## src/cpu8_isa_pkg.sv

```systemverilog
package cpu8_isa_pkg;

  // ------------------
  // register roles
  // ------------------
  localparam logic [1:0] pc_idx     = 2'd0;  // write here means jump
  localparam logic [1:0] status_idx = 2'd3;  // compare flags land here

  // alu select is the class bit above the 3-bit op
  localparam int alu_op_bits = 4;

  // ------------------
  // 2-register ops, 1_ooo_aa_bb
  // ------------------
  localparam logic [2:0] op_mov = 3'b000;  // aa -> bb
  localparam logic [2:0] op_add = 3'b001;
  localparam logic [2:0] op_sub = 3'b010;
  localparam logic [2:0] op_shl = 3'b011;
  localparam logic [2:0] op_shr = 3'b100;
  localparam logic [2:0] op_cmp = 3'b101;  // result goes to status_idx
  localparam logic [2:0] op_and = 3'b110;
  localparam logic [2:0] op_or  = 3'b111;

  // ------------------
  // 1-register ops, 01_i_ooo_aa
  // ------------------
  localparam logic [1:0] cls_r1   = 2'b01;
  localparam logic [2:0] op1_ldi  = 3'b000;  // imm word -> aa
  localparam logic [2:0] op1_ld   = 3'b001;  // mem[imm] -> aa
  localparam logic [2:0] op1_st   = 3'b010;  // aa -> mem[imm]
  localparam logic [2:0] op1_not  = 3'b100;  // no imm word
  localparam logic [2:0] op1_lnot = 3'b101;  // no imm word

  // 0-register words, matched as a whole byte
  localparam logic [7:0] op0_halt = 8'h00;
  localparam logic [7:0] op0_nop  = 8'h01;
  localparam logic [7:0] op0_imm  = 8'h20;  // eats one imm word, no effect

  // compare flag bit positions
  localparam int st_ge = 0;
  localparam int st_gt = 1;
  localparam int st_le = 2;
  localparam int st_lt = 3;
  localparam int st_ne = 4;
  localparam int st_eq = 5;

  // ------------------
  // sequencer phases
  // ------------------
  localparam int         ph_bits   = 3;
  localparam logic [2:0] ph_fetch  = 3'd0;
  localparam logic [2:0] ph_decode = 3'd1;
  localparam logic [2:0] ph_imm    = 3'd2;  // read word after opcode
  localparam logic [2:0] ph_exec   = 3'd3;
  localparam logic [2:0] ph_mem_rd = 3'd4;
  localparam logic [2:0] ph_mem_wr = 3'd5;
  localparam logic [2:0] ph_halt   = 3'd6;

  // one instruction byte, the top bit picks which view applies
  typedef union packed {
    struct packed {
      logic       mode;  // 1 for 2-register ops
      logic [2:0] op;
      logic [1:0] ra;
      logic [1:0] rb;
    } r2;
    struct packed {
      logic [1:0] cls;   // 00 zero-register, 01 one-register
      logic       imm;   // imm word follows
      logic [2:0] op;
      logic [1:0] ra;
    } r1;
  } instr_word_t;

endpackage

```

## src/cpu8_mem_pkg.sv

```systemverilog
package cpu8_mem_pkg;

  // ------------------
  // datapath widths
  // ------------------
  localparam int word_bits = 8;  // one byte per word
  localparam int addr_bits = 8;  // 256 words of program and data

  // register file shape
  localparam int num_regs = 4;
  localparam int reg_bits = 2;   // index into the four registers

  // ------------------
  // ram timing
  // ------------------
  // idle cycles between first seeing a request and acking it,
  // so the ack lands ram_wait+1 cycles after the request shows up
  localparam int ram_wait = 2;

endpackage

```

## src/cpu8_alu.sv

```systemverilog
`timescale 1ns/1ps

module cpu8_alu (
  input  logic [cpu8_isa_pkg::alu_op_bits-1:0] alu_op,  // {class, op}
  input  logic [cpu8_mem_pkg::word_bits-1:0]   a_val,
  input  logic [cpu8_mem_pkg::word_bits-1:0]   b_val,
  output logic [cpu8_mem_pkg::word_bits-1:0]   result
);

  logic [cpu8_mem_pkg::word_bits-1:0] flags;
  logic [cpu8_mem_pkg::word_bits-1:0] shl_val;
  logic [cpu8_mem_pkg::word_bits-1:0] shr_val;
  logic                               wide_shift;

  // shifting the whole word out or further gives zero
  assign wide_shift = (b_val >= cpu8_mem_pkg::word_bits);
  assign shl_val    = wide_shift ? '0 : (a_val << b_val);
  assign shr_val    = wide_shift ? '0 : (a_val >> b_val);

  // ------------------
  // compare flag byte
  // ------------------
  always_comb begin
    flags                      = '0;  // top two bits stay clear
    flags[cpu8_isa_pkg::st_eq] = (a_val == b_val);
    flags[cpu8_isa_pkg::st_ne] = (a_val != b_val);
    flags[cpu8_isa_pkg::st_lt] = (a_val <  b_val);  // unsigned
    flags[cpu8_isa_pkg::st_le] = (a_val <= b_val);
    flags[cpu8_isa_pkg::st_gt] = (a_val >  b_val);
    flags[cpu8_isa_pkg::st_ge] = (a_val >= b_val);
  end

  always_comb begin
    result = a_val;
    if (alu_op[cpu8_isa_pkg::alu_op_bits-1]) begin  // two operands
      case (alu_op[2:0])
        cpu8_isa_pkg::op_mov: result = a_val;       // core picks rb as target
        cpu8_isa_pkg::op_add: result = a_val + b_val;
        cpu8_isa_pkg::op_sub: result = a_val - b_val;  // wraps
        cpu8_isa_pkg::op_shl: result = shl_val;
        cpu8_isa_pkg::op_shr: result = shr_val;
        cpu8_isa_pkg::op_cmp: result = flags;
        cpu8_isa_pkg::op_and: result = a_val & b_val;
        default:              result = a_val | b_val;  // op_or
      endcase
    end else begin  // unary on a_val
      case (alu_op[2:0])
        cpu8_isa_pkg::op1_not:  result = ~a_val;
        cpu8_isa_pkg::op1_lnot: result = {{(cpu8_mem_pkg::word_bits-1){1'b0}}, ~|a_val};
        default:                result = a_val;  // not written back
      endcase
    end
  end

endmodule

```

## src/cpu8_core.sv

```systemverilog
`timescale 1ns/1ps

module cpu8_core (
  input  logic                                in_clk,
  input  logic                                in_rst,
  // memory handshake
  output logic                                mem_req,
  output logic                                mem_write,
  output logic [cpu8_mem_pkg::addr_bits-1:0]  mem_addr,
  output logic [cpu8_mem_pkg::word_bits-1:0]  mem_wdata,
  input  logic                                mem_ack,
  input  logic [cpu8_mem_pkg::word_bits-1:0]  mem_rdata,
  // debug
  output logic [cpu8_mem_pkg::word_bits-1:0]  instr,
  output logic                                halted
);

  logic [cpu8_isa_pkg::ph_bits-1:0]     phase;
  cpu8_isa_pkg::instr_word_t            instr_q;
  logic [cpu8_mem_pkg::word_bits-1:0]   imm_q;    // word after the opcode

  logic                                 is_r2;
  logic                                 is_r1;
  logic                                 has_imm;
  logic [cpu8_mem_pkg::reg_bits-1:0]    ra_idx;
  logic                                 mem_phase;
  logic                                 issue;    // first cycle of a memory phase
  logic                                 done;     // ack seen

  logic [cpu8_mem_pkg::word_bits-1:0]   pc;
  logic [cpu8_mem_pkg::word_bits-1:0]   rd_data_a;
  logic [cpu8_mem_pkg::word_bits-1:0]   rd_data_b;
  logic [cpu8_isa_pkg::alu_op_bits-1:0] alu_op;
  logic [cpu8_mem_pkg::word_bits-1:0]   alu_result;
  logic                                 wr_en;
  logic [cpu8_mem_pkg::reg_bits-1:0]    wr_idx;
  logic [cpu8_mem_pkg::word_bits-1:0]   wr_data;
  logic                                 pc_inc;

  // ------------------
  // decode helpers
  // ------------------
  assign is_r2   = instr_q.r2.mode;
  assign is_r1   = !is_r2 && (instr_q.r1.cls == cpu8_isa_pkg::cls_r1);
  assign has_imm = !is_r2 && instr_q.r1.imm;  // 0- and 1-register classes only
  assign ra_idx  = is_r2 ? instr_q.r2.ra : instr_q.r1.ra;
  assign alu_op  = is_r2 ? {1'b1, instr_q.r2.op} : {1'b0, instr_q.r1.op};

  assign mem_phase = (phase == cpu8_isa_pkg::ph_fetch)  || (phase == cpu8_isa_pkg::ph_imm) ||
                     (phase == cpu8_isa_pkg::ph_mem_rd) || (phase == cpu8_isa_pkg::ph_mem_wr);
  assign issue = mem_phase && !mem_req;
  assign done  = mem_req && mem_ack;

  // ------------------
  // request and phase
  // ------------------
  always_ff @(posedge in_clk) begin
    if (in_rst) begin
      phase     <= cpu8_isa_pkg::ph_fetch;
      mem_req   <= 1'b0;
      mem_write <= 1'b0;
      instr_q   <= '0;
    end else begin
      if (issue) begin
        mem_req   <= 1'b1;  // held until ack
        mem_write <= (phase == cpu8_isa_pkg::ph_mem_wr);
      end else if (done) begin
        mem_req   <= 1'b0;  // low in the cycle after the ack
        mem_write <= 1'b0;
      end

      case (phase)
        cpu8_isa_pkg::ph_fetch: begin
          if (done) begin
            instr_q <= mem_rdata;
            phase   <= cpu8_isa_pkg::ph_decode;
          end
        end
        cpu8_isa_pkg::ph_decode: begin
          phase <= has_imm ? cpu8_isa_pkg::ph_imm : cpu8_isa_pkg::ph_exec;
        end
        cpu8_isa_pkg::ph_imm: begin
          if (done) phase <= cpu8_isa_pkg::ph_exec;
        end
        cpu8_isa_pkg::ph_exec: begin
          phase <= cpu8_isa_pkg::ph_fetch;  // register ops finish here
          if (is_r1 && has_imm) begin
            if (instr_q.r1.op == cpu8_isa_pkg::op1_ld) phase <= cpu8_isa_pkg::ph_mem_rd;
            if (instr_q.r1.op == cpu8_isa_pkg::op1_st) phase <= cpu8_isa_pkg::ph_mem_wr;
          end else if (!is_r2 && !is_r1) begin
            case (instr_q)
              cpu8_isa_pkg::op0_halt: phase <= cpu8_isa_pkg::ph_halt;
              default:                phase <= cpu8_isa_pkg::ph_fetch;  // nop, imm skip, undefined
            endcase
          end
        end
        cpu8_isa_pkg::ph_mem_rd,
        cpu8_isa_pkg::ph_mem_wr: begin
          if (done) phase <= cpu8_isa_pkg::ph_fetch;
        end
        cpu8_isa_pkg::ph_halt: begin
          phase <= cpu8_isa_pkg::ph_halt;  // only reset leaves
        end
        default: phase <= cpu8_isa_pkg::ph_fetch;
      endcase
    end
  end

  // address and data latched at issue, steady while req is up
  always_ff @(posedge in_clk) begin
    if (issue) begin
      case (phase)
        cpu8_isa_pkg::ph_fetch,
        cpu8_isa_pkg::ph_imm:    mem_addr <= pc;
        cpu8_isa_pkg::ph_mem_rd: mem_addr <= imm_q;
        default: begin  // ph_mem_wr
          mem_addr  <= imm_q;
          mem_wdata <= rd_data_a;  // register aa
        end
      endcase
    end
    if (done && phase == cpu8_isa_pkg::ph_imm) imm_q <= mem_rdata;
  end

  // ------------------
  // register writeback
  // ------------------
  always_comb begin
    wr_en   = 1'b0;
    wr_idx  = ra_idx;
    wr_data = alu_result;
    pc_inc  = 1'b0;
    case (phase)
      cpu8_isa_pkg::ph_fetch,
      cpu8_isa_pkg::ph_imm: pc_inc = done;  // step past the word just read
      cpu8_isa_pkg::ph_exec: begin
        if (is_r2) begin
          wr_en = 1'b1;
          if (instr_q.r2.op == cpu8_isa_pkg::op_mov) wr_idx = instr_q.r2.rb;
          if (instr_q.r2.op == cpu8_isa_pkg::op_cmp) wr_idx = cpu8_isa_pkg::status_idx;
        end else if (is_r1 && has_imm) begin
          if (instr_q.r1.op == cpu8_isa_pkg::op1_ldi) begin
            wr_en   = 1'b1;
            wr_data = imm_q;  // into reg 0 this jumps
          end
        end else if (is_r1) begin
          wr_en = (instr_q.r1.op == cpu8_isa_pkg::op1_not) ||
                  (instr_q.r1.op == cpu8_isa_pkg::op1_lnot);
        end
      end
      cpu8_isa_pkg::ph_mem_rd: begin
        wr_en   = done;
        wr_data = mem_rdata;
      end
      default: ;
    endcase
  end

  cpu8_regfile i_regfile (
    .in_clk    (in_clk),
    .in_rst    (in_rst),
    .rd_idx_a  (ra_idx),
    .rd_idx_b  (instr_q.r2.rb),
    .rd_data_a (rd_data_a),
    .rd_data_b (rd_data_b),
    .wr_en     (wr_en),
    .wr_idx    (wr_idx),
    .wr_data   (wr_data),
    .pc_inc    (pc_inc),
    .pc        (pc)
  );

  cpu8_alu i_alu (
    .alu_op (alu_op),
    .a_val  (rd_data_a),
    .b_val  (rd_data_b),
    .result (alu_result)
  );

  assign instr  = instr_q;
  assign halted = (phase == cpu8_isa_pkg::ph_halt);

endmodule

```

## src/cpu8_ram.sv

```systemverilog
`timescale 1ns/1ps

module cpu8_ram (
  input  logic                               in_clk,
  input  logic                               in_rst,
  // core port
  input  logic                               mem_req,
  input  logic                               mem_write,
  input  logic [cpu8_mem_pkg::addr_bits-1:0] mem_addr,
  input  logic [cpu8_mem_pkg::word_bits-1:0] mem_wdata,
  output logic                               mem_ack,
  output logic [cpu8_mem_pkg::word_bits-1:0] mem_rdata,
  // load port, used while the core sits in reset
  input  logic                               load_en,
  input  logic [cpu8_mem_pkg::addr_bits-1:0] load_addr,
  input  logic [cpu8_mem_pkg::word_bits-1:0] load_data,
  // peek port
  input  logic [cpu8_mem_pkg::addr_bits-1:0] peek_addr,
  output logic [cpu8_mem_pkg::word_bits-1:0] peek_data
);

  logic [cpu8_mem_pkg::word_bits-1:0] mem [2**cpu8_mem_pkg::addr_bits];

  // counts cycles with req up, wide enough for ram_wait+1
  logic [$clog2(cpu8_mem_pkg::ram_wait + 2)-1:0] wait_cnt;

  // ------------------
  // wait states
  // ------------------
  always_ff @(posedge in_clk) begin
    if (in_rst) begin
      wait_cnt <= '0;
    end else if (mem_ack || !mem_req) begin
      wait_cnt <= '0;  // ready for the next request
    end else begin
      wait_cnt <= wait_cnt + 1'b1;
    end
  end

  // single cycle pulse, core drops req right after
  assign mem_ack = (wait_cnt == cpu8_mem_pkg::ram_wait + 1);

  // ------------------
  // array
  // ------------------
  always_ff @(posedge in_clk) begin
    if (load_en) begin
      mem[load_addr] <= load_data;  // wins over a core write
    end else if (mem_ack && mem_write) begin
      mem[mem_addr] <= mem_wdata;   // lands at the ack
    end
  end

  assign mem_rdata = mem[mem_addr];   // valid with the ack
  assign peek_data = mem[peek_addr];

endmodule

```

## src/cpu8_regfile.sv

```systemverilog
`timescale 1ns/1ps

module cpu8_regfile (
  input  logic                               in_clk,
  input  logic                               in_rst,
  // read ports, combinational
  input  logic [cpu8_mem_pkg::reg_bits-1:0]  rd_idx_a,
  input  logic [cpu8_mem_pkg::reg_bits-1:0]  rd_idx_b,
  output logic [cpu8_mem_pkg::word_bits-1:0] rd_data_a,
  output logic [cpu8_mem_pkg::word_bits-1:0] rd_data_b,
  // write port
  input  logic                               wr_en,
  input  logic [cpu8_mem_pkg::reg_bits-1:0]  wr_idx,
  input  logic [cpu8_mem_pkg::word_bits-1:0] wr_data,
  // program counter
  input  logic                               pc_inc,
  output logic [cpu8_mem_pkg::word_bits-1:0] pc
);

  logic [cpu8_mem_pkg::word_bits-1:0] regs [cpu8_mem_pkg::num_regs];

  // ------------------
  // register update
  // ------------------
  always_ff @(posedge in_clk) begin
    if (in_rst) begin
      for (int i = 0; i < cpu8_mem_pkg::num_regs; i++) begin
        regs[i] <= '0;
      end
    end else if (wr_en) begin
      regs[wr_idx] <= wr_data;  // a write to reg 0 is a jump
    end else if (pc_inc) begin
      regs[0] <= regs[0] + 1'b1;  // reg 0 is the pc
    end
  end

  assign rd_data_a = regs[rd_idx_a];
  assign rd_data_b = regs[rd_idx_b];

  // pc straight out, keeps both read ports free during fetch
  assign pc = regs[0];

endmodule

```

## src/cpu8_system.sv

```systemverilog
`timescale 1ns/1ps

module cpu8_system (
  input  logic                               in_clk,
  input  logic                               in_rst,
  // ram loading
  input  logic                               load_en,
  input  logic [cpu8_mem_pkg::addr_bits-1:0] load_addr,
  input  logic [cpu8_mem_pkg::word_bits-1:0] load_data,
  // ram inspection
  input  logic [cpu8_mem_pkg::addr_bits-1:0] peek_addr,
  output logic [cpu8_mem_pkg::word_bits-1:0] peek_data,
  // core status
  output logic [cpu8_mem_pkg::word_bits-1:0] instr,
  output logic                               halted
);

  // core to ram handshake
  logic                               mem_req;
  logic                               mem_write;
  logic [cpu8_mem_pkg::addr_bits-1:0] mem_addr;
  logic [cpu8_mem_pkg::word_bits-1:0] mem_wdata;
  logic                               mem_ack;
  logic [cpu8_mem_pkg::word_bits-1:0] mem_rdata;

  cpu8_core i_core (
    .in_clk    (in_clk),
    .in_rst    (in_rst),
    .mem_req   (mem_req),
    .mem_write (mem_write),
    .mem_addr  (mem_addr),
    .mem_wdata (mem_wdata),
    .mem_ack   (mem_ack),
    .mem_rdata (mem_rdata),
    .instr     (instr),
    .halted    (halted)
  );

  cpu8_ram i_ram (
    .in_clk    (in_clk),
    .in_rst    (in_rst),
    .mem_req   (mem_req),
    .mem_write (mem_write),
    .mem_addr  (mem_addr),
    .mem_wdata (mem_wdata),
    .mem_ack   (mem_ack),
    .mem_rdata (mem_rdata),
    .load_en   (load_en),
    .load_addr (load_addr),
    .load_data (load_data),
    .peek_addr (peek_addr),
    .peek_data (peek_data)
  );

endmodule

```

## config.mk

```make
export PLATFORM = sky130hd
export DESIGN_NAME = cpu8_system
export DESIGN_NICKNAME = d
export VERILOG_FILES = /design/src/cpu8_isa_pkg.sv /design/src/cpu8_mem_pkg.sv /design/src/cpu8_alu.sv /design/src/cpu8_core.sv /design/src/cpu8_ram.sv /design/src/cpu8_regfile.sv /design/src/cpu8_system.sv
export SDC_FILE = /design/constraint.sdc
export NUM_CORES = 2
export LEC_CHECK = 0
export BUFFER_PORTS_ARGS = -buffer_cell sky130_fd_sc_hd__buf_2
export CAP_MARGIN = 20
export CORE_MARGIN = 4
export CORE_UTILIZATION = 55
export CTS_CLUSTER_DIAMETER = 200
export DETAILED_ROUTE_END_ITERATION = 8
export PLACE_DENSITY = 0.8
export REMOVE_ABC_BUFFERS = 1
export SLEW_MARGIN = 10
export SYNTH_ARGS = -nofsm -noshare
export SYNTH_HDL_FRONTEND = slang
export SYNTH_SLANG_ARGS = --single-unit
```

## constraint.sdc

```tcl
create_clock -name in_clk -period 7.9 [get_ports in_clk]
set_input_delay 0.79 -clock in_clk [delete_from_list [all_inputs] [get_ports in_clk]]
set_output_delay 0.79 -clock in_clk [all_outputs]
set_load 0.05 [all_outputs]
```

# ---- Yosys cells after proc, flatten, opt, wreduce, memory -nomap -nowiden
# Memory sizes are Yosys's and may differ from the RTL's. A register that Yosys moved wholly into a read port is not among the register bits.
# Cells that the tools add are included.
dict set report totals {
  regBits 39
  latch_bits 0
  ram_bits 2080
  romBits 0
  in_bits 27
  elab_cells 142
  mem_count 2
}
dict set report op_classes {
  add_sub_neg 4
  n_mul 0
  div_mod_pow 0
  magnitude_cmp 5
  eq_ne 24
  shifts 2
  muxes 59
  bitwise 5
  n_reduce_logical 33
}
# name depth width read_ports rd_ports_with_merged_regs write_ports line_no
set memory_table {}
lappend memory_table {i_ram.mem 256 8 2 1 1 cpu8_ram.sv:22} ;# logic [cpu8_mem_pkg::word_bits-1:0] mem [2**cpu8_mem_pkg::addr_bits];
lappend memory_table {i_core.i_regfile.regs 4 8 3 1 4 cpu8_regfile.sv:20} ;# logic [cpu8_mem_pkg::word_bits-1:0] regs [cpu8_mem_pkg::num_regs];
# op n
set ops {}
lappend ops {{8-bit 2-to-1 mux} 12}
lappend ops {{8-bit one-hot mux with 7 select lines} 1}
lappend ops {{8-bit one-hot mux with 2 select lines} 2}
lappend ops {{3-bit equality test (second input constant)} 9}
lappend ops {{1-bit 2-to-1 mux} 25}
lappend ops {{3-bit 2-to-1 mux} 8}
lappend ops {{8-bit OR reduction} 3}
lappend ops {{3-bit one-hot mux with 6 select lines} 1}
lappend ops {{2-bit 2-to-1 mux} 8}
lappend ops {{3-bit by 2-bit equality test with 1-bit output (second input constant)} 5}
lappend ops {{3-bit logical NOT} 4}
lappend ops {{3-bit by 1-bit equality test with 1-bit output (second input constant)} 3}
lappend ops {{8-bit by 1-bit adder with 8-bit output (second input constant)} 1}
lappend ops {{8-bit adder} 1}
lappend ops {{8-bit bitwise AND} 1}
lappend ops {{8-bit equality test} 1}
lappend ops {{8-bit by 4-bit >= comparator with 1-bit output (second input constant)} 1}
lappend ops {{8-bit >= comparator} 1}
lappend ops {{8-bit > comparator} 1}
lappend ops {{8-bit less-or-equal comparator} 1}
lappend ops {{1-bit logical AND} 8}
lappend ops {{8-bit logical NOT} 1}
lappend ops {{8-bit < comparator} 1}
lappend ops {{8-bit inequality test} 1}
lappend ops {{other kinds (20)} 32}

# ---- Logic depth before layout (Yosys ltp)
dict set report depth {
  ltp_word 11
  ltp_mapped 18
  ltp_nobuf 15
}

# ---- Modules after synthesis
# A second synthesis with hierarchy kept.
dict set report unflattened {
  cells_unflattened 5885
  area_unflattened_um2 102477.0
}
# module instances cells_each area_per_inst_um2
set modules_own_cells {}
lappend modules_own_cells {cpu8_ram 1 5300 96756.5}
lappend modules_own_cells {cpu8_alu 1 299 2075.7}
lappend modules_own_cells {cpu8_regfile 1 136 1858.0}
lappend modules_own_cells {cpu8_core 1 150 1786.7}

# ---- Least setup slack after synthesis
# Ideal clock, no wire load.
dict set report synth_timing {
  path_kind {input to register}
  from {input load_en}
  to {memory i_ram.mem[0][0] (netlist bit) (data pin)}
  t_arrival_ns 4.690
  required_time_ns 7.077
  slack_ns 2.388
  cell_stages 5
  path_buffers 2
  path_cell_list {clkbuf_1 nor2_1 clkbuf_1 nand2_1 nand2_1}
}
dict set report synth_via {
  elab_chain_len 4
}
# element line_no
set synth_rtl {}
lappend synth_rtl {{from (decl)} cpu8_system.sv:7} ;# input logic load_en,
lappend synth_rtl {{1-bit 2-to-1 mux} cpu8_ram.sv:47} ;# if (load_en) begin
lappend synth_rtl {{1-bit 2-to-1 mux (implied by the code)} cpu8_ram.sv:50} ;# mem[mem_addr] <= mem_wdata;
lappend synth_rtl {{8-bit OR reduction (no line)} n/a}
lappend synth_rtl {{8-bit 2-to-1 mux (no line)} n/a}
lappend synth_rtl {{to (decl)} cpu8_ram.sv:22}
# No other way between the ends.

==> reports/metrics.cfg <==
[worst_setup_path]
critical_path_class = register to register
crit_required_ns = 8.46
cp.arrival_ns = 6.34
cp-end-kind = register
r2r_slack_ns = 2.11
setup.worst_path.end = i_core.i_regfile.regs[0][2]
reg2reg_depth = 10
cp-start-kind = register
path_max_fanout = 37
reg2reg_to = i_core.i_regfile.regs[0][2]

[logic_synthesis]
async_flop_share_pct = 0
synth_xor_area_share_pct = 0.154
synth_cells = 5304
synth_mux_area_share_pct = 28.4
synthAdderAreaFrac_pct = 0.218
synth_edf_count = 2104
seq_area_frac_synth_pct = 62.2
ys_ff_latch = 2129
syn-mean-instance-area_um2 = 19.3
synth_compound_area_share_pct = 3.25
synth_ff_type = edfxtp_1
yosysWarnings = 0
ys_types = 91
synth_top_family_by_area = multiplexers
synth-simple-area-share_pct = 3.65
netlist_area_um2 = 102000

[clock_network]
cts_setup_buffers = 0
clk_latency_ns = 0.88
cts_buffers = 208
cts_sinks = 2129
postCtsHoldBufs = 0
cts_resized = 0
clockBufferDepth = 3
cts_root_buf = clkbuf_16
cts.clk_slew.worst_paths_ns = 0.06
cts_tree = built
htree_levels = 4

[placement]
place_area_um2 = 105000
gp_congestion = 0.988
place_hpwl_mm = 209
io_buffers = 43

[global_route]
grt_overflow = 0
use_met1_pct = 43.0
grt_pass1_vias = 60646
grt_use_met2_pct = 49.7
antenna_found_initial = 31
grt_pass1_wl_mm = 459
grt_max_degree = 185
met3_usage_pct = 12.9
top_usage_layer = met2
grt.total_usage_pct = 33.7

[sta]
fin_skew_ns = 0.0416
drv_slew = 0
worstMarginPinSlew_ns = 1.25
fin_setup_tns_ns = 0
slew_headroom_pct = 16.7
finalCriticalPeriod_ns = 5.79
fin_crit_sh_pct = 73.3
fmax_mhz = 173
final-hold-violation-count = 0
setup_viol = 0
grt_setup_unrepaired = false

[die]
placementRows = 158
coreArea_um2 = 185000
die_area_um2 = 193000
die_height_um = 439
ioPinCount = 44
start_util_pct = 55.3
fp.dieW_um = 439

[cells_and_area]
fin_area_um2 = 113000
fin_nets = 5392
final_cell_mix = 2,104 x edfxtp_1, 1,197 x mux4_2, 362 x nor2_1, 212 x clkbuf_16, 184 x nand2_1
final_common_cell = edfxtp_1
drive_gt1_share_pct = 33.5
synthToLayoutAreaGrowth_pct = 10.1

[route]
drtAntennaViolNets = 0
drt_iter0_drc = 11866
first_pass_iters = 9
viasPerCell = 7.64
routed_wl_mm = 325
vias = 61352
remaining_drc_errors = 27
routedWlPerCell_um = 40.5

[power]
peakVddDrop_v = 0.000245
power_mw = 25.6
pwr_density_cell_nw_per_um2 = 227
p_leak_nw = 34.6

[outcome]
violations = DRC
run_status = finished with violations

[worst_hold_path]
hold_path_class = input port to register

[flow_run]
max_cap_viol_count = 0

-- registers in the layout, indices dropped and copies added, names as in the netlist, named ones only --
name                   count
i_core.mem_write           1
i_core.phase               3
i_ram.mem               2048
i_core.mem_addr            8
i_core.imm_q               8
i_core.mem_req             1
i_core.i_regfile.regs     32
i_ram.wait_cnt             2
i_core.instr               8
i_core.mem_wdata           8
-- Yosys cell counts (all sizes together) (10+ instances only) --
cell type | instances | area share, %
edfxtp | 2104 | 62
mux4 | 1198 | 26
nor2 | 365 | 1.3
buf | 237 | 1.4
nand2 | 194 | 0.72
mux2i | 172 | 1.7
clkbuf | 171 | 0.63
a21oi | 109 | 0.53
a22oi | 79 | 0.58
o21ai | 52 | 0.26
nor2b | 44 | 0.27
nand3 | 41 | 0.20
o22ai | 38 | 0.23
a211oi | 35 | 0.26
nand2b | 35 | 0.21
mux2 | 33 | 0.36
nor3 | 29 | 0.14
dfxtp | 25 | 0.49
inv | 22 | 0.081
a31oi | 19 | 0.12
and2 | 18 | 0.11
o211ai | 18 | 0.13
ha | 17 | 0.21
nand3b | 17 | 0.12
o31ai | 15 | 0.11
a221oi | 14 | 0.13
nor4 | 14 | 0.10
a22o | 12 | 0.10
and3 | 12 | 0.078
or2 | 12 | 0.073
xnor2 | 12 | 0.10
nand4 | 10 | 0.061
-- cell families (layout without fill, tap and decap cells) --
| logic type | Yosys count | count (layout) |
|---|---|---|
| flip-flops | 2129 | 2129 |
| multiplexers | 1403 | 1403 |
| AND/OR/NAND/NOR | 821 | 821 |
| AO/OA/AOI/OAI | 483 | 483 |
| buffers and inverters | 432 | 655 |
| adder cells (fa/ha/maj) | 18 | 18 |
| XOR/XNOR | 18 | 18 |
| other | 0 | 19 |
-- area by class of cell --
cell class	count	area (µm²)
antenna	19	47.5
clock buffer	238	5410
clock inverter	151	1540
fill	12467	72500
inverter	24	91.3
multi-input combinational	2743	36700
sequential	2129	63700
tap	2480	3100
timing repair buffer	242	2190
-- power breakdown --
part / switching (mW) / internal, mW
Clock: 4.43 / 5.78
Combinational: 1.76 / 1.09
Sequential: 0.0608 / 12.4
Total: 6.25 / 19.3
-- critical path, stage by stage (launching register included) --
cell	delay [ns]
dfxtp_4	0.77
buf_4	0.72
mux4_2	0.61
a22oi_1	0.26
a21oi_1	0.38
nor3_1	0.94
nand3_1	0.37
and4_1	0.53
and2_1	0.26
a211oi_2	0.39
a21oi_1	0.14
-- metrics by stage --
step | setup slack [ns] | hold slack (ns) | utilization [%] | cells
global route | 2.12 | 0.373 | 60.8 | 8010
floorplan | -16.92 | 0.402 | - | 4896
detailed placement | 2.37 | 0.430 | 56.9 | 7578
finish | 2.11 | 0.378 | 60.9 | 8026
global placement | 2.39 | 0.412 | 56.8 | 7562
CTS | 2.34 | 0.323 | 60.6 | 7967
-- worst min path at each step --
stage	startpoint	endpoint	slack, ns	cells after the start
after global routing	in_rst	i_core.phase[1]	0.37	2
after floorplan	i_ram.wait_cnt[0]	i_ram.wait_cnt[0]	0.40	1
after detailed placement	i_ram.wait_cnt[0]	i_ram.wait_cnt[0]	0.43	1
final	in_rst	i_core.phase[0]	0.38	2
after CTS	in_rst	i_core.phase[0]	0.32	2
after global placement	i_ram.wait_cnt[0]	i_ram.wait_cnt[0]	0.41	1
-- metal layers --
layer  wire length [µm]  part of all wire (%)  vias to the layer above
met1             103000                    32                    31316
li1                   -                     -                    22905
met4              24500                   7.5                       14
met2             147000                    45                     5898
met5                 99                 0.030                        -
met3              50900                    16                     1219
Note: power is estimated with default switching activity, not from simulation.
